===== config.mk =====
export PLATFORM = sky130hd
export DESIGN_NAME = banked_mem_top
export DESIGN_NICKNAME = d
export VERILOG_FILES = /design/src/logic/lagd_mem_pkg.sv /design/src/logic/wide_to_narrow_splitter.sv /design/src/logic/mem_bank.sv /design/src/logic/wide_narrow_arbiter.sv /design/src/logic/banked_mem_top.sv
export VERILOG_INCLUDE_DIRS = /design/src /design/src/include
export SDC_FILE = /design/constraint.sdc
export NUM_CORES = 2
export LEC_CHECK = 0
export ABC_AREA = 0
export CAP_MARGIN = 0
export CORE_MARGIN = 5
export CORE_UTILIZATION = 55
export CTS_BUF_LIST = sky130_fd_sc_hd__clkbuf_16
export DETAILED_ROUTE_END_ITERATION = 16
export DONT_BUFFER_PORTS = 1
export GPL_TIMING_DRIVEN = 0
export PLACE_DENSITY = 0.7
export SLEW_MARGIN = 20
export SYNTH_ARGS = -nofsm -noshare
export SYNTH_HDL_FRONTEND = slang
export SYNTH_SLANG_ARGS = --single-unit

===== constraint.sdc =====
create_clock -name clk_i -period 5.8 [get_ports clk_i]
set_input_delay 0.87 -clock clk_i [delete_from_list [all_inputs] [get_ports clk_i]]
set_output_delay 0.87 -clock clk_i [all_outputs]
set_load 0.01 [all_outputs]

===== src/include/lagd_platform.svh =====
`ifndef LAGD_PLATFORM_SVH
`define LAGD_PLATFORM_SVH

// Elaboration-time check
// Opens a named generate block that only exists when the condition fails
// Use once per scope, without a trailing semicolon
`define STATIC_ASSERT(cond, msg) \
    if (!(cond)) begin : static_assert_fail \
        $error(msg); \
    end

`endif


===== src/logic/lagd_mem_pkg.sv =====
package lagd_mem_pkg;

    // ======================================================================
    // Memory geometry
    // ======================================================================
    localparam int unsigned NumNarrowBanks  = 8;
    localparam int unsigned NarrowDataWidth = 32;
    localparam int unsigned WideDataWidth   = 64;
    // Banks covered by one wide port
    localparam int unsigned NarrowPerWide   = WideDataWidth / NarrowDataWidth;
    localparam int unsigned NumWideBanks    = NumNarrowBanks / NarrowPerWide;
    localparam int unsigned BankDepth       = 16;
    // Word address inside a single bank
    localparam int unsigned InBankAddrWidth = $clog2(BankDepth);
    // Cycles from accepted request to read data
    localparam int unsigned RspLatency      = 1;

    typedef logic [NarrowDataWidth-1:0] narrow_data_t;
    typedef logic [WideDataWidth-1:0]   wide_data_t;
    typedef logic [InBankAddrWidth-1:0] bank_addr_t;

    // ======================================================================
    // Narrow port channels
    // ======================================================================
    typedef struct packed {
        bank_addr_t   addr;
        logic         we;
        narrow_data_t wdata;
    } narrow_req_chan_t;

    typedef struct packed {
        logic             q_valid;
        narrow_req_chan_t q;
    } narrow_req_t;

    // Read data channel, valid marks returning data
    typedef struct packed {
        logic         valid;
        narrow_data_t data;
    } narrow_rsp_chan_t;

    typedef struct packed {
        logic             q_ready;
        narrow_rsp_chan_t p;
    } narrow_rsp_t;

    // ======================================================================
    // Wide port channels
    // ======================================================================
    typedef struct packed {
        bank_addr_t addr;
        logic       we;
        wide_data_t wdata;
    } wide_req_chan_t;

    typedef struct packed {
        logic           q_valid;
        wide_req_chan_t q;
    } wide_req_t;

    typedef struct packed {
        logic       valid;
        wide_data_t data;
    } wide_rsp_chan_t;

    typedef struct packed {
        logic           q_ready;
        wide_rsp_chan_t p;
    } wide_rsp_t;

endpackage


===== src/logic/wide_to_narrow_splitter.sv =====
module wide_to_narrow_splitter #(
    parameter type mem_req_t  = lagd_mem_pkg::wide_req_t,
    parameter type mem_rsp_t  = lagd_mem_pkg::wide_rsp_t,
    parameter type bank_req_t = lagd_mem_pkg::narrow_req_t,
    parameter type bank_rsp_t = lagd_mem_pkg::narrow_rsp_t
) (
    input  logic clk_i,
    input  logic rst_ni,

    // Wide side
    input  mem_req_t mem_req_i,
    output mem_rsp_t mem_rsp_o,

    // Bank side, part 0 is the lower bank of the group
    output bank_req_t [lagd_mem_pkg::NarrowPerWide-1:0] bank_req_o,
    input  bank_rsp_t [lagd_mem_pkg::NarrowPerWide-1:0] bank_rsp_i
);

    import lagd_mem_pkg::*;

    // Valid flag of each returning part
    logic [NarrowPerWide-1:0] part_valid;

    // ======================================================================
    // Request split
    // ======================================================================
    // Control fields are shared by all parts
    // Write data is sliced, low slice to part 0
    always_comb begin
        for (int unsigned k = 0; k < NarrowPerWide; k++) begin
            bank_req_o[k]         = '0;
            bank_req_o[k].q_valid = mem_req_i.q_valid;
            bank_req_o[k].q.addr  = mem_req_i.q.addr;
            bank_req_o[k].q.we    = mem_req_i.q.we;
            bank_req_o[k].q.wdata =
                mem_req_i.q.wdata[k*NarrowDataWidth +: NarrowDataWidth];
        end
    end

    // ======================================================================
    // Response merge
    // ======================================================================
    always_comb begin
        for (int unsigned k = 0; k < NarrowPerWide; k++) begin
            part_valid[k] = bank_rsp_i[k].p.valid;
        end
    end

    // Wide data is the concatenation of the parts
    // Ready is owned by the arbiter and left at zero here
    always_comb begin
        mem_rsp_o         = '0;
        // Only valid once every part has returned
        mem_rsp_o.p.valid = &part_valid;
        for (int unsigned k = 0; k < NarrowPerWide; k++) begin
            mem_rsp_o.p.data[k*NarrowDataWidth +: NarrowDataWidth] =
                bank_rsp_i[k].p.data;
        end
    end

    // ======================================================================
    // Assertions
    // ======================================================================
    // All banks of a group are granted together, so the parts
    // of one wide beat come back in the same cycle
    part_valid_agree_a: assert property (
        @(posedge clk_i) disable iff (!rst_ni)
        (part_valid == '0) || (&part_valid)
    ) else $error("Wide response parts returned in different cycles");

endmodule


===== src/logic/mem_bank.sv =====
module mem_bank (
    input  logic                      clk_i,
    input  logic                      rst_ni,

    // Single port, one request per cycle
    input  lagd_mem_pkg::narrow_req_t bank_req_i,
    output lagd_mem_pkg::narrow_rsp_t bank_rsp_o
);

    import lagd_mem_pkg::*;

    // ======================================================================
    // Storage
    // ======================================================================
    narrow_data_t mem_q [BankDepth];

    // Registered read path
    narrow_data_t rdata_q;
    logic         rvalid_q;

    // Decoded access
    logic wr_en;
    logic rd_en;

    assign wr_en = bank_req_i.q_valid && bank_req_i.q.we;
    assign rd_en = bank_req_i.q_valid && !bank_req_i.q.we;

    // Write lands at the accepting edge
    always_ff @(posedge clk_i) begin
        if (wr_en) begin
            mem_q[bank_req_i.q.addr] <= bank_req_i.q.wdata;
        end
    end

    // Read data one cycle after the request
    always_ff @(posedge clk_i) begin
        if (rd_en) begin
            rdata_q <= mem_q[bank_req_i.q.addr];
        end
    end

    // Every accepted beat answers with a valid, writes included
    always_ff @(posedge clk_i or negedge rst_ni) begin
        if (!rst_ni) begin
            rvalid_q <= 1'b0;
        end else begin
            rvalid_q <= bank_req_i.q_valid;
        end
    end

    // Bank never stalls, ready stays low and is not consumed
    always_comb begin
        bank_rsp_o         = '0;
        bank_rsp_o.p.valid = rvalid_q;
        bank_rsp_o.p.data  = rdata_q;
    end

endmodule


===== src/logic/wide_narrow_arbiter.sv =====
`include "lagd_platform.svh"

module wide_narrow_arbiter #(
    parameter type mem_narrow_req_t = lagd_mem_pkg::narrow_req_t,
    parameter type mem_narrow_rsp_t = lagd_mem_pkg::narrow_rsp_t,
    parameter type mem_wide_req_t   = lagd_mem_pkg::wide_req_t,
    parameter type mem_wide_rsp_t   = lagd_mem_pkg::wide_rsp_t
) (
    input  logic clk_i,
    input  logic rst_ni,

    // Narrow ports, port i maps to bank i
    input  mem_narrow_req_t [lagd_mem_pkg::NumNarrowBanks-1:0] mem_narrow_req_i,
    output mem_narrow_rsp_t [lagd_mem_pkg::NumNarrowBanks-1:0] mem_narrow_rsp_o,

    // Wide ports, one per group of adjacent banks
    input  mem_wide_req_t   [lagd_mem_pkg::NumWideBanks-1:0]   mem_wide_req_i,
    output mem_wide_rsp_t   [lagd_mem_pkg::NumWideBanks-1:0]   mem_wide_rsp_o,

    // Bank side
    output mem_narrow_req_t [lagd_mem_pkg::NumNarrowBanks-1:0] mem_bank_req_o,
    input  mem_narrow_rsp_t [lagd_mem_pkg::NumNarrowBanks-1:0] mem_bank_rsp_i
);

    import lagd_mem_pkg::*;

    // Priority bit, 1 gives narrow priority
    logic arb_narrow_q;

    // Split wide traffic per group and part
    mem_narrow_req_t [NumWideBanks-1:0][NarrowPerWide-1:0] wide_split_req;
    mem_narrow_rsp_t [NumWideBanks-1:0][NarrowPerWide-1:0] wide_split_rsp;
    mem_wide_rsp_t   [NumWideBanks-1:0]                    wide_merged_rsp;

    // Per-bank valids and grants
    logic [NumNarrowBanks-1:0] narrow_valid;
    logic [NumNarrowBanks-1:0] wide_valid_split;
    logic [NumNarrowBanks-1:0] narrow_gnt;
    logic [NumNarrowBanks-1:0] wide_gnt;

    // Per-group view
    logic [NumWideBanks-1:0] narrow_valid_grp;
    logic [NumWideBanks-1:0] conflict;
    logic [NumWideBanks-1:0] wide_gnt_grp;

    // Owner tags of beats in flight
    logic [NumNarrowBanks-1:0][RspLatency-1:0] narrow_tag_q;
    logic [NumNarrowBanks-1:0][RspLatency-1:0] wide_tag_q;

    // Round robin between narrow and wide, flips every cycle
    always_ff @(posedge clk_i or negedge rst_ni) begin
        if (!rst_ni) begin
            arb_narrow_q <= 1'b1;
        end else begin
            arb_narrow_q <= ~arb_narrow_q;
        end
    end

    // ======================================================================
    // Wide splitters
    // ======================================================================
    for (genvar g = 0; g < NumWideBanks; g++) begin : gen_split
        wide_to_narrow_splitter #(
            .mem_req_t  (mem_wide_req_t),
            .mem_rsp_t  (mem_wide_rsp_t),
            .bank_req_t (mem_narrow_req_t),
            .bank_rsp_t (mem_narrow_rsp_t)
        ) i_splitter (
            .clk_i      (clk_i),
            .rst_ni     (rst_ni),
            .mem_req_i  (mem_wide_req_i[g]),
            .mem_rsp_o  (wide_merged_rsp[g]),
            .bank_req_o (wide_split_req[g]),
            .bank_rsp_i (wide_split_rsp[g])
        );
    end

    // ======================================================================
    // Arbitration
    // ======================================================================
    always_comb begin
        for (int unsigned i = 0; i < NumNarrowBanks; i++) begin
            narrow_valid[i]     = mem_narrow_req_i[i].q_valid;
            wide_valid_split[i] =
                wide_split_req[i / NarrowPerWide][i % NarrowPerWide].q_valid;
        end
        // A conflict is any narrow valid meeting the wide valid of its group
        for (int unsigned g = 0; g < NumWideBanks; g++) begin
            narrow_valid_grp[g] = |narrow_valid[g*NarrowPerWide +: NarrowPerWide];
            conflict[g]         = narrow_valid_grp[g] &&
                                  (|wide_valid_split[g*NarrowPerWide +: NarrowPerWide]);
        end
        // Priority winner takes the whole group
        for (int unsigned i = 0; i < NumNarrowBanks; i++) begin
            narrow_gnt[i] = narrow_valid[i] &&
                            !(conflict[i / NarrowPerWide] && !arb_narrow_q);
            wide_gnt[i]   = wide_valid_split[i] &&
                            (!conflict[i / NarrowPerWide] || !arb_narrow_q);
        end
        // Wide beat only goes when every bank of the group is granted
        for (int unsigned g = 0; g < NumWideBanks; g++) begin
            wide_gnt_grp[g] = &wide_gnt[g*NarrowPerWide +: NarrowPerWide];
        end
    end

    // Bank request mux, idle banks see a zero request
    always_comb begin
        for (int unsigned i = 0; i < NumNarrowBanks; i++) begin
            if (narrow_gnt[i]) begin
                mem_bank_req_o[i] = mem_narrow_req_i[i];
            end else if (wide_gnt[i]) begin
                mem_bank_req_o[i] = wide_split_req[i / NarrowPerWide][i % NarrowPerWide];
            end else begin
                mem_bank_req_o[i] = '0;
            end
        end
    end

    // ======================================================================
    // Response routing
    // ======================================================================
    // Tag shift registers follow each accepted beat through the bank
    always_ff @(posedge clk_i or negedge rst_ni) begin
        if (!rst_ni) begin
            narrow_tag_q <= '0;
            wide_tag_q   <= '0;
        end else begin
            for (int unsigned i = 0; i < NumNarrowBanks; i++) begin
                narrow_tag_q[i][0] <= narrow_gnt[i];
                wide_tag_q[i][0]   <= wide_gnt[i];
                for (int unsigned s = 1; s < RspLatency; s++) begin
                    narrow_tag_q[i][s] <= narrow_tag_q[i][s-1];
                    wide_tag_q[i][s]   <= wide_tag_q[i][s-1];
                end
            end
        end
    end

    // Bank payload goes to its owner only, everyone else sees zero
    always_comb begin
        for (int unsigned i = 0; i < NumNarrowBanks; i++) begin
            mem_narrow_rsp_o[i]         = '0;
            mem_narrow_rsp_o[i].q_ready = narrow_gnt[i];
            if (narrow_tag_q[i][RspLatency-1]) begin
                mem_narrow_rsp_o[i].p = mem_bank_rsp_i[i].p;
            end
            wide_split_rsp[i / NarrowPerWide][i % NarrowPerWide] = '0;
            if (wide_tag_q[i][RspLatency-1]) begin
                wide_split_rsp[i / NarrowPerWide][i % NarrowPerWide].p = mem_bank_rsp_i[i].p;
            end
        end
    end

    // Merged payload from the splitter, ready from the group grant
    always_comb begin
        for (int unsigned g = 0; g < NumWideBanks; g++) begin
            mem_wide_rsp_o[g]         = wide_merged_rsp[g];
            mem_wide_rsp_o[g].q_ready = wide_gnt_grp[g];
        end
    end

    // ======================================================================
    // Assertions
    // ======================================================================
    `STATIC_ASSERT(WideDataWidth % NarrowDataWidth == 0,
        "Wide data width must be a multiple of narrow data width")

    for (genvar i = 0; i < NumNarrowBanks; i++) begin : gen_bank_chk
        // One owner per bank and cycle
        single_owner_a: assert property (
            @(posedge clk_i) disable iff (!rst_ni)
            !(narrow_gnt[i] && wide_gnt[i])
        ) else $error("Bank %0d granted to narrow and wide at once", i);
    end

    for (genvar g = 0; g < NumWideBanks; g++) begin : gen_wide_chk
        wide_ready_valid_a: assert property (
            @(posedge clk_i) disable iff (!rst_ni)
            mem_wide_rsp_o[g].q_ready |-> mem_wide_req_i[g].q_valid
        ) else $error("Wide port %0d ready without valid", g);
    end

endmodule


===== src/logic/banked_mem_top.sv =====
module banked_mem_top (
    input  logic                      clk_i,
    input  logic                      rst_ni,

    // Narrow requestors, one per bank
    input  lagd_mem_pkg::narrow_req_t [lagd_mem_pkg::NumNarrowBanks-1:0] narrow_req_i,
    output lagd_mem_pkg::narrow_rsp_t [lagd_mem_pkg::NumNarrowBanks-1:0] narrow_rsp_o,

    // Wide requestors, one per bank group
    input  lagd_mem_pkg::wide_req_t   [lagd_mem_pkg::NumWideBanks-1:0]   wide_req_i,
    output lagd_mem_pkg::wide_rsp_t   [lagd_mem_pkg::NumWideBanks-1:0]   wide_rsp_o
);

    import lagd_mem_pkg::*;

    // Arbiter to bank traffic
    narrow_req_t [NumNarrowBanks-1:0] bank_req;
    narrow_rsp_t [NumNarrowBanks-1:0] bank_rsp;

    // ======================================================================
    // Arbitration
    // ======================================================================
    wide_narrow_arbiter #(
        .mem_narrow_req_t (narrow_req_t),
        .mem_narrow_rsp_t (narrow_rsp_t),
        .mem_wide_req_t   (wide_req_t),
        .mem_wide_rsp_t   (wide_rsp_t)
    ) i_arbiter (
        .clk_i            (clk_i),
        .rst_ni           (rst_ni),
        .mem_narrow_req_i (narrow_req_i),
        .mem_narrow_rsp_o (narrow_rsp_o),
        .mem_wide_req_i   (wide_req_i),
        .mem_wide_rsp_o   (wide_rsp_o),
        .mem_bank_req_o   (bank_req),
        .mem_bank_rsp_i   (bank_rsp)
    );

    // ======================================================================
    // Banks
    // ======================================================================
    // Bank i sits behind narrow port i
    for (genvar i = 0; i < NumNarrowBanks; i++) begin : gen_bank
        mem_bank i_mem_bank (
            .clk_i      (clk_i),
            .rst_ni     (rst_ni),
            .bank_req_i (bank_req[i]),
            .bank_rsp_o (bank_rsp[i])
        );
    end

endmodule


# After elaboration in Yosys (flattened, before gate mapping)
# Memories as Yosys holds them, arrays and structs flattened. A register that Yosys moved wholly into a read port is not among the register bits.
# Index checks and enable logic that the tools add are counted.
# op_classes
mux,48
bitwise_logic,1
reduce_logical,65
# op_table
cell,count
2-to-1 mux 38 bit,16
2-to-1 mux 33 bit,16
logical AND 1 bit,36
logical NOT 1 bit,17
2-to-1 mux 1 bit,16
AND reduction 2 bit,4
OR reduction 2 bit,4
logical OR 1 bit,4
NOT 1 bit,1
# totals
out_inout_bits,536
mem_count,8
ff_bits,21
word_cells,143
inputBits,586
mem_bits_rw,4096
# memory_table
name,depth,width,read_ports,rd_ports_with_merged_regs,write_ports,line_no,source
gen_bank[0].i_mem_bank.mem_q,16,32,1,1,1,mem_bank.sv:15,narrow_data_t mem_q [BankDepth];
gen_bank[1].i_mem_bank.mem_q,16,32,1,1,1,mem_bank.sv:15,
gen_bank[2].i_mem_bank.mem_q,16,32,1,1,1,mem_bank.sv:15,
gen_bank[3].i_mem_bank.mem_q,16,32,1,1,1,mem_bank.sv:15,
gen_bank[4].i_mem_bank.mem_q,16,32,1,1,1,mem_bank.sv:15,
gen_bank[5].i_mem_bank.mem_q,16,32,1,1,1,mem_bank.sv:15,
2 more memories,n/a,n/a,n/a,n/a,n/a,n/a,

# Longest topological paths before layout
# depth
depth_word,10
mapped_depth,12
depth_no_buf,7

# Modules after synthesis
# A second synthesis with hierarchy kept.
# hier_totals
hier_cells,9027
hier_area_um2,175852.4
# by_module_without_submodules
module,cells_per_inst,area_each_um2,seq_area_each_um2,instances
mem_bank,848,20260.7,16360.7,8
wide_narrow_arbiter,1671,9492.9,426.7,1
wide_to_narrow_splitter,143,1068.5,0.0,4

# Worst setup path before layout
# Ideal clock, no wire load.
# synth_path
kind,input to register
startpoint,input narrow_req_i[151] in the netlist's numbering
endpoint,memory gen_bank[2].i_mem_bank.mem_q[3][0] in the netlist's numbering (enable)
cell_stages,8
required_ns,5.299
path_buffers,5
slack_ns,0.085
setup_ns,0.501
arrival_ns,5.214
cell_sequence,o21ai_2 -> a32oi_1 -> buf_2 -> buf_4 -> buf_4 -> buf_2 -> buf_2 -> nor4_1
# synth_via
elab_chain_cells,10
elab_cells_between_ends,13
cone_classes,mux (4); reduce/logical (9)
# synth_lines
element,line_no,source
"start, declared",banked_mem_top.sv:6,"input lagd_mem_pkg::narrow_req_t [lagd_mem_pkg::NumNarrowBanks-1:0] narrow_req_i,"
OR reduction 2 bit *,wide_narrow_arbiter.sv:89,narrow_valid_grp[g] = |narrow_valid[g*NarrowPerWide +: NarrowPerWide];
logical AND 1 bit *,wide_narrow_arbiter.sv:90,conflict[g] = narrow_valid_grp[g] &&
logical NOT 1 bit,wide_narrow_arbiter.sv:98,(!conflict[i / NarrowPerWide] || !arb_narrow_q);
logical OR 1 bit,wide_narrow_arbiter.sv:98,
logical AND 1 bit,wide_narrow_arbiter.sv:97,wide_gnt[i] = wide_valid_split[i] &&
2-to-1 mux 38 bit,wide_narrow_arbiter.sv:111,end else if (wide_gnt[i]) begin
2-to-1 mux 38 bit *,wide_narrow_arbiter.sv:109,if (narrow_gnt[i]) begin
logical AND 1 bit,mem_bank.sv:25,assign wr_en = bank_req_i.q_valid && bank_req_i.q.we;
2-to-1 mux 1 bit,mem_bank.sv:30,if (wr_en) begin
2-to-1 mux 1 bit (not written as such),mem_bank.sv:31,mem_q[bank_req_i.q.addr] <= bank_req_i.q.wdata;
"end, declared",mem_bank.sv:15,
# Mark *: on every way between the ends. The rest lies on a longest branch, timed or not.

# Final worst setup path
# layout_path
startpoint,register i_arbiter.arb_narrow_q
endpoint,memory gen_bank[0].i_mem_bank.mem_q[12][12] in the netlist's numbering (enable)
# layout_via
elab_chain_cells,8
elab_cells_between_ends,11
cone_classes,mux (4); reduce/logical (7)
# layout_lines
element,line_no,source
"start, declared",wide_narrow_arbiter.sv:28,logic arb_narrow_q;
"start signal, assigned",wide_narrow_arbiter.sv:55,arb_narrow_q <= ~arb_narrow_q;
logical NOT 1 bit *,"wide_narrow_arbiter.sv:96, wide_narrow_arbiter.sv:98",
logical OR 1 bit or logical AND 1 bit (tied branches),"wide_narrow_arbiter.sv:98, wide_narrow_arbiter.sv:96",
logical AND 1 bit or logical NOT 1 bit (tied branches),"wide_narrow_arbiter.sv:97, wide_narrow_arbiter.sv:96",
2-to-1 mux 38 bit or logical AND 1 bit (tied branches),"wide_narrow_arbiter.sv:111, wide_narrow_arbiter.sv:95",
2-to-1 mux 38 bit *,wide_narrow_arbiter.sv:109,
logical AND 1 bit,mem_bank.sv:25,
2-to-1 mux 1 bit,mem_bank.sv:30,
2-to-1 mux 1 bit (not written as such),mem_bank.sv:31,
"end, declared",mem_bank.sv:15,
# Marked as above.

==> flow_metrics.tcl <==
set metrics [dict create \
    status "complete, no violations" \
    grt_pass1_wl_mm 721 \
    endpoint "gen_bank[0].i_mem_bank.mem_q[12][12]$_DFFE_PP_" \
    r2r_slack_ns 0.24 \
    cts_root_buf "clkbuf_16" \
    synth_top_area_share_pct 75.1 \
    synth.avg_cell_area_um2 15.6 \
    place_inst 15500 \
    clk_latency_ns 0.97 \
    final_nets 12300 \
    critPathArrivalTime_ns 6.20 \
    numClockSinks 4373 \
    tightest_slew_ns 1.22 \
    startpoint "i_arbiter.arb_narrow_q$_DFF_PN1_" \
    cp-start-kind "flip-flop" \
    wirelength_mm 513 \
    drt_first_iter_violations 13600 \
    synth_largest_area_cell "edfxtp_1" \
    row_count 206 \
    drv_slew 0 \
    fmax_mhz 180 \
    ir_drop_mv 0.314 \
    reg2reg_depth 10 \
    start_util_pct 55.2 \
    synth-edff-count 4352 \
    synth_area_mm2 0.174 \
    wl_per_cell_um 31.4 \
    n_fill_cell 21900 \
    cts_tree "yes" \
    ys.warnings.count 0 \
    r2r_start "i_arbiter.arb_narrow_q$_DFF_PN1_" \
    placed_cell_area_mm2 0.184 \
    maxCapViolCount 0 \
    viasPerCell 6.49 \
    syn2layout_area_growth_pct 13.9 \
    postCtsSetupBuffers 0 \
    vias 106000 \
    cp_max_fo 12 \
    synthArstFlopShare_pct 0.480 \
    core_region_area_mm2 0.315 \
    yosys-top-cells-area "edfxtp_1 (75%), mux2i_1 (4.9%), nand2_1 (3.4%)" \
    power_density_mw_per_mm2 343 \
    grt_max_degree 31 \
    drive_gt1_share_pct 10.8 \
    stdcell_area_mm2 0.198 \
    min_period_over_period_pct 95.9 \
    rsz0062_at_grt "false" \
    period_needed_ns 5.56 \
    setup_viol_count_final 0 \
    power.leakage_nw 68.0 \
    multi_input_area_mm2 0.0404 \
    register_area_mm2 0.131 \
    drc 0 \
    grt_pass1_vias 104000 \
    synth_commonest_cells "edfxtp_1 (4352), nand2_1 (1590), mux2i_1 (846)" \
    hp-class "input pin to flip-flop" \
    syn_nets 11700 \
    hpwl_mm 360 \
    dieArea_mm2 0.328 \
    antenna_found_initial 51 \
    die_w_um 572 \
    syn_inst 11100 \
    htreeDepth 5 \
    clock_path_buffers 4 \
    finalHoldViolCount 0 \
    final_util_pct 62.9 \
    clk_pin_slew_worst_paths_ns 0.06 \
    grt.overflow.total 0 \
    drt-pass1-iter-count 6 \
    setup_tns_ns 0 \
    ys_seq_elements 4373 \
    final_antenna_net_count 0 \
    port_buffers 0 \
    slew_headroom_pct 18.7 \
    ioPinCount 1122 \
    grt_use_total_pct 30.4 \
    dieHeight_um 572 \
    whs_ns 0.117 \
    crit-reg2reg-capture "gen_bank[0].i_mem_bank.mem_q[12][12]$_DFFE_PP_" \
    fin_worst_skew_ns 0.0815 \
    synth.most_common_cell "edfxtp_1" \
    synth.distinct_cells 63 \
    final_cells 16300 \
    required_ns 6.44 \
    gp_congestion 0.892 \
    crit_path_end_kind "flip-flop" \
    ys.flop_type "edfxtp_1" \
    cts_buffers 430 \
    synth_seq_area_share_pct 75.4 \
    criticalPathCategory "flip-flop to flip-flop" \
]
## worst max-delay path, stage by stage (launching register included)
cell      delay [ns]
dfstp_2         0.73
buf_4           0.47
o21ai_2         0.26
a32oi_4         0.84
buf_4           0.32
clkbuf_1        0.53
clkbuf_1        0.53
nand3_1         0.49
nor2_4          0.60
buf_16          0.22
buf_8           0.19
## worst min-delay path by stage
stage | slack (ns) | depth (start not counted) | startpoint | end
floorplan | 0.57 | 0 | rst_ni | gen_bank[0].i_mem_bank.rvalid_q$_DFF_PN0_
global placement | 0.58 | 0 | rst_ni | i_arbiter.wide_tag_q[6]$_DFF_PN0_
detailed placement | 0.58 | 0 | rst_ni | i_arbiter.wide_tag_q[6]$_DFF_PN0_
CTS | 0.04 | 2 | narrow_req_i[227] | gen_bank[5].i_mem_bank.rvalid_q$_DFF_PN0_
global route | 0.07 | 2 | narrow_req_i[227] | gen_bank[5].i_mem_bank.rvalid_q$_DFF_PN0_
finish | 0.12 | 2 | narrow_req_i[227] | gen_bank[5].i_mem_bank.rvalid_q$_DFF_PN0_
## per-stage QoR
stage | total power [mW] | setup WS (ns)
final | 68.0 | 0.236
after global routing | 69.9 | 0.0491
after CTS | 68.1 | 0.330
after detailed placement | 41.4 | 0.348
after global placement | 41.1 | -3.77
after floorplan | 39.2 | 0.0850
## registers in the layout (all words and copies together) (netlist names)
name and flops:
gen_bank.i_mem_bank.mem_q 4096, i_arbiter.wide_tag_q 4, gen_bank.i_mem_bank.rvalid_q 8, i_arbiter.arb_narrow_q 1
i_arbiter.narrow_tag_q 8, gen_bank.i_mem_bank.rdata_q 256
## power breakdown
part           switching (mW)  internal [mW]
clock                    12.1           15.1
sequential              0.277           35.6
combinational            3.63           1.37
total                    16.0           52.1
## area by class of cell
type	instances	share of cell area, %
Antenna cell	42	0.0530
Buffer	745	1.66
Clock buffer	432	5.45
Clock inverter	367	1.52
Inverter	20	0.0391
Multi-Input combinational cell	5996	20.4
Sequential cell	4373	66.2
Tap cell	4160	2.63
Timing Repair Buffer	184	2.05
## routing by layer
metal / GRT usage (%) / vias up / wire length (um) / share of wire [%]
met3: 7.52 / 1255 / 55300 / 11
met2: 48.0 / 6687 / 240000 / 47
met4: 16.0 / 32 / 30700 / 6.0
met5: 0 / - / 227 / 0.044
met1: 39.2 / 53200 / 186000 / 36
li1: - / 44700 / - / -
## cell usage in the layout, fill, tap and decap left out, types with 84 or more instances in the layout
cell / n
edfxtp_1: 4352
nand2_1: 1590
mux2i_1: 846
and2_1: 526
clkbuf_16: 432
clkbuf_1: 407
a311oi_1: 387
nor2b_1: 373
a211oi_1: 372
a22o_1: 269
o22ai_1: 260
buf_2: 253
a21oi_1: 229
nand3_1: 213
or4_1: 187
o221ai_1: 121
buf_16: 111
clkinv_1: 109
and3_1: 106
inv_1: 102
a211o_1: 90
clkinv_2: 84
## kinds of logic (layout without fill, tap and decap cells)
kind of cell,after synthesis,count (layout),share of synthesized area (%)
flip-flops,4373,4373,75.4
AND/OR/NAND/NOR,3263,3263,9.40
other,0,42,0
buffers and inverters,765,1748,1.92
multiplexers,882,882,5.11
AO/OA/AOI/OAI,1851,1851,8.15
## timing repair
| action | in CTS | in global routing |
|---|---|---|
| endpoints found under the hold margin | 21 | 0 |
| endpoints found under the setup margin | 0 | 0 |
| hold buffers | 2 | 0 |
| gates resized for setup | 0 | 0 |
No activity file was read; power rests on OpenSTA's default activity.
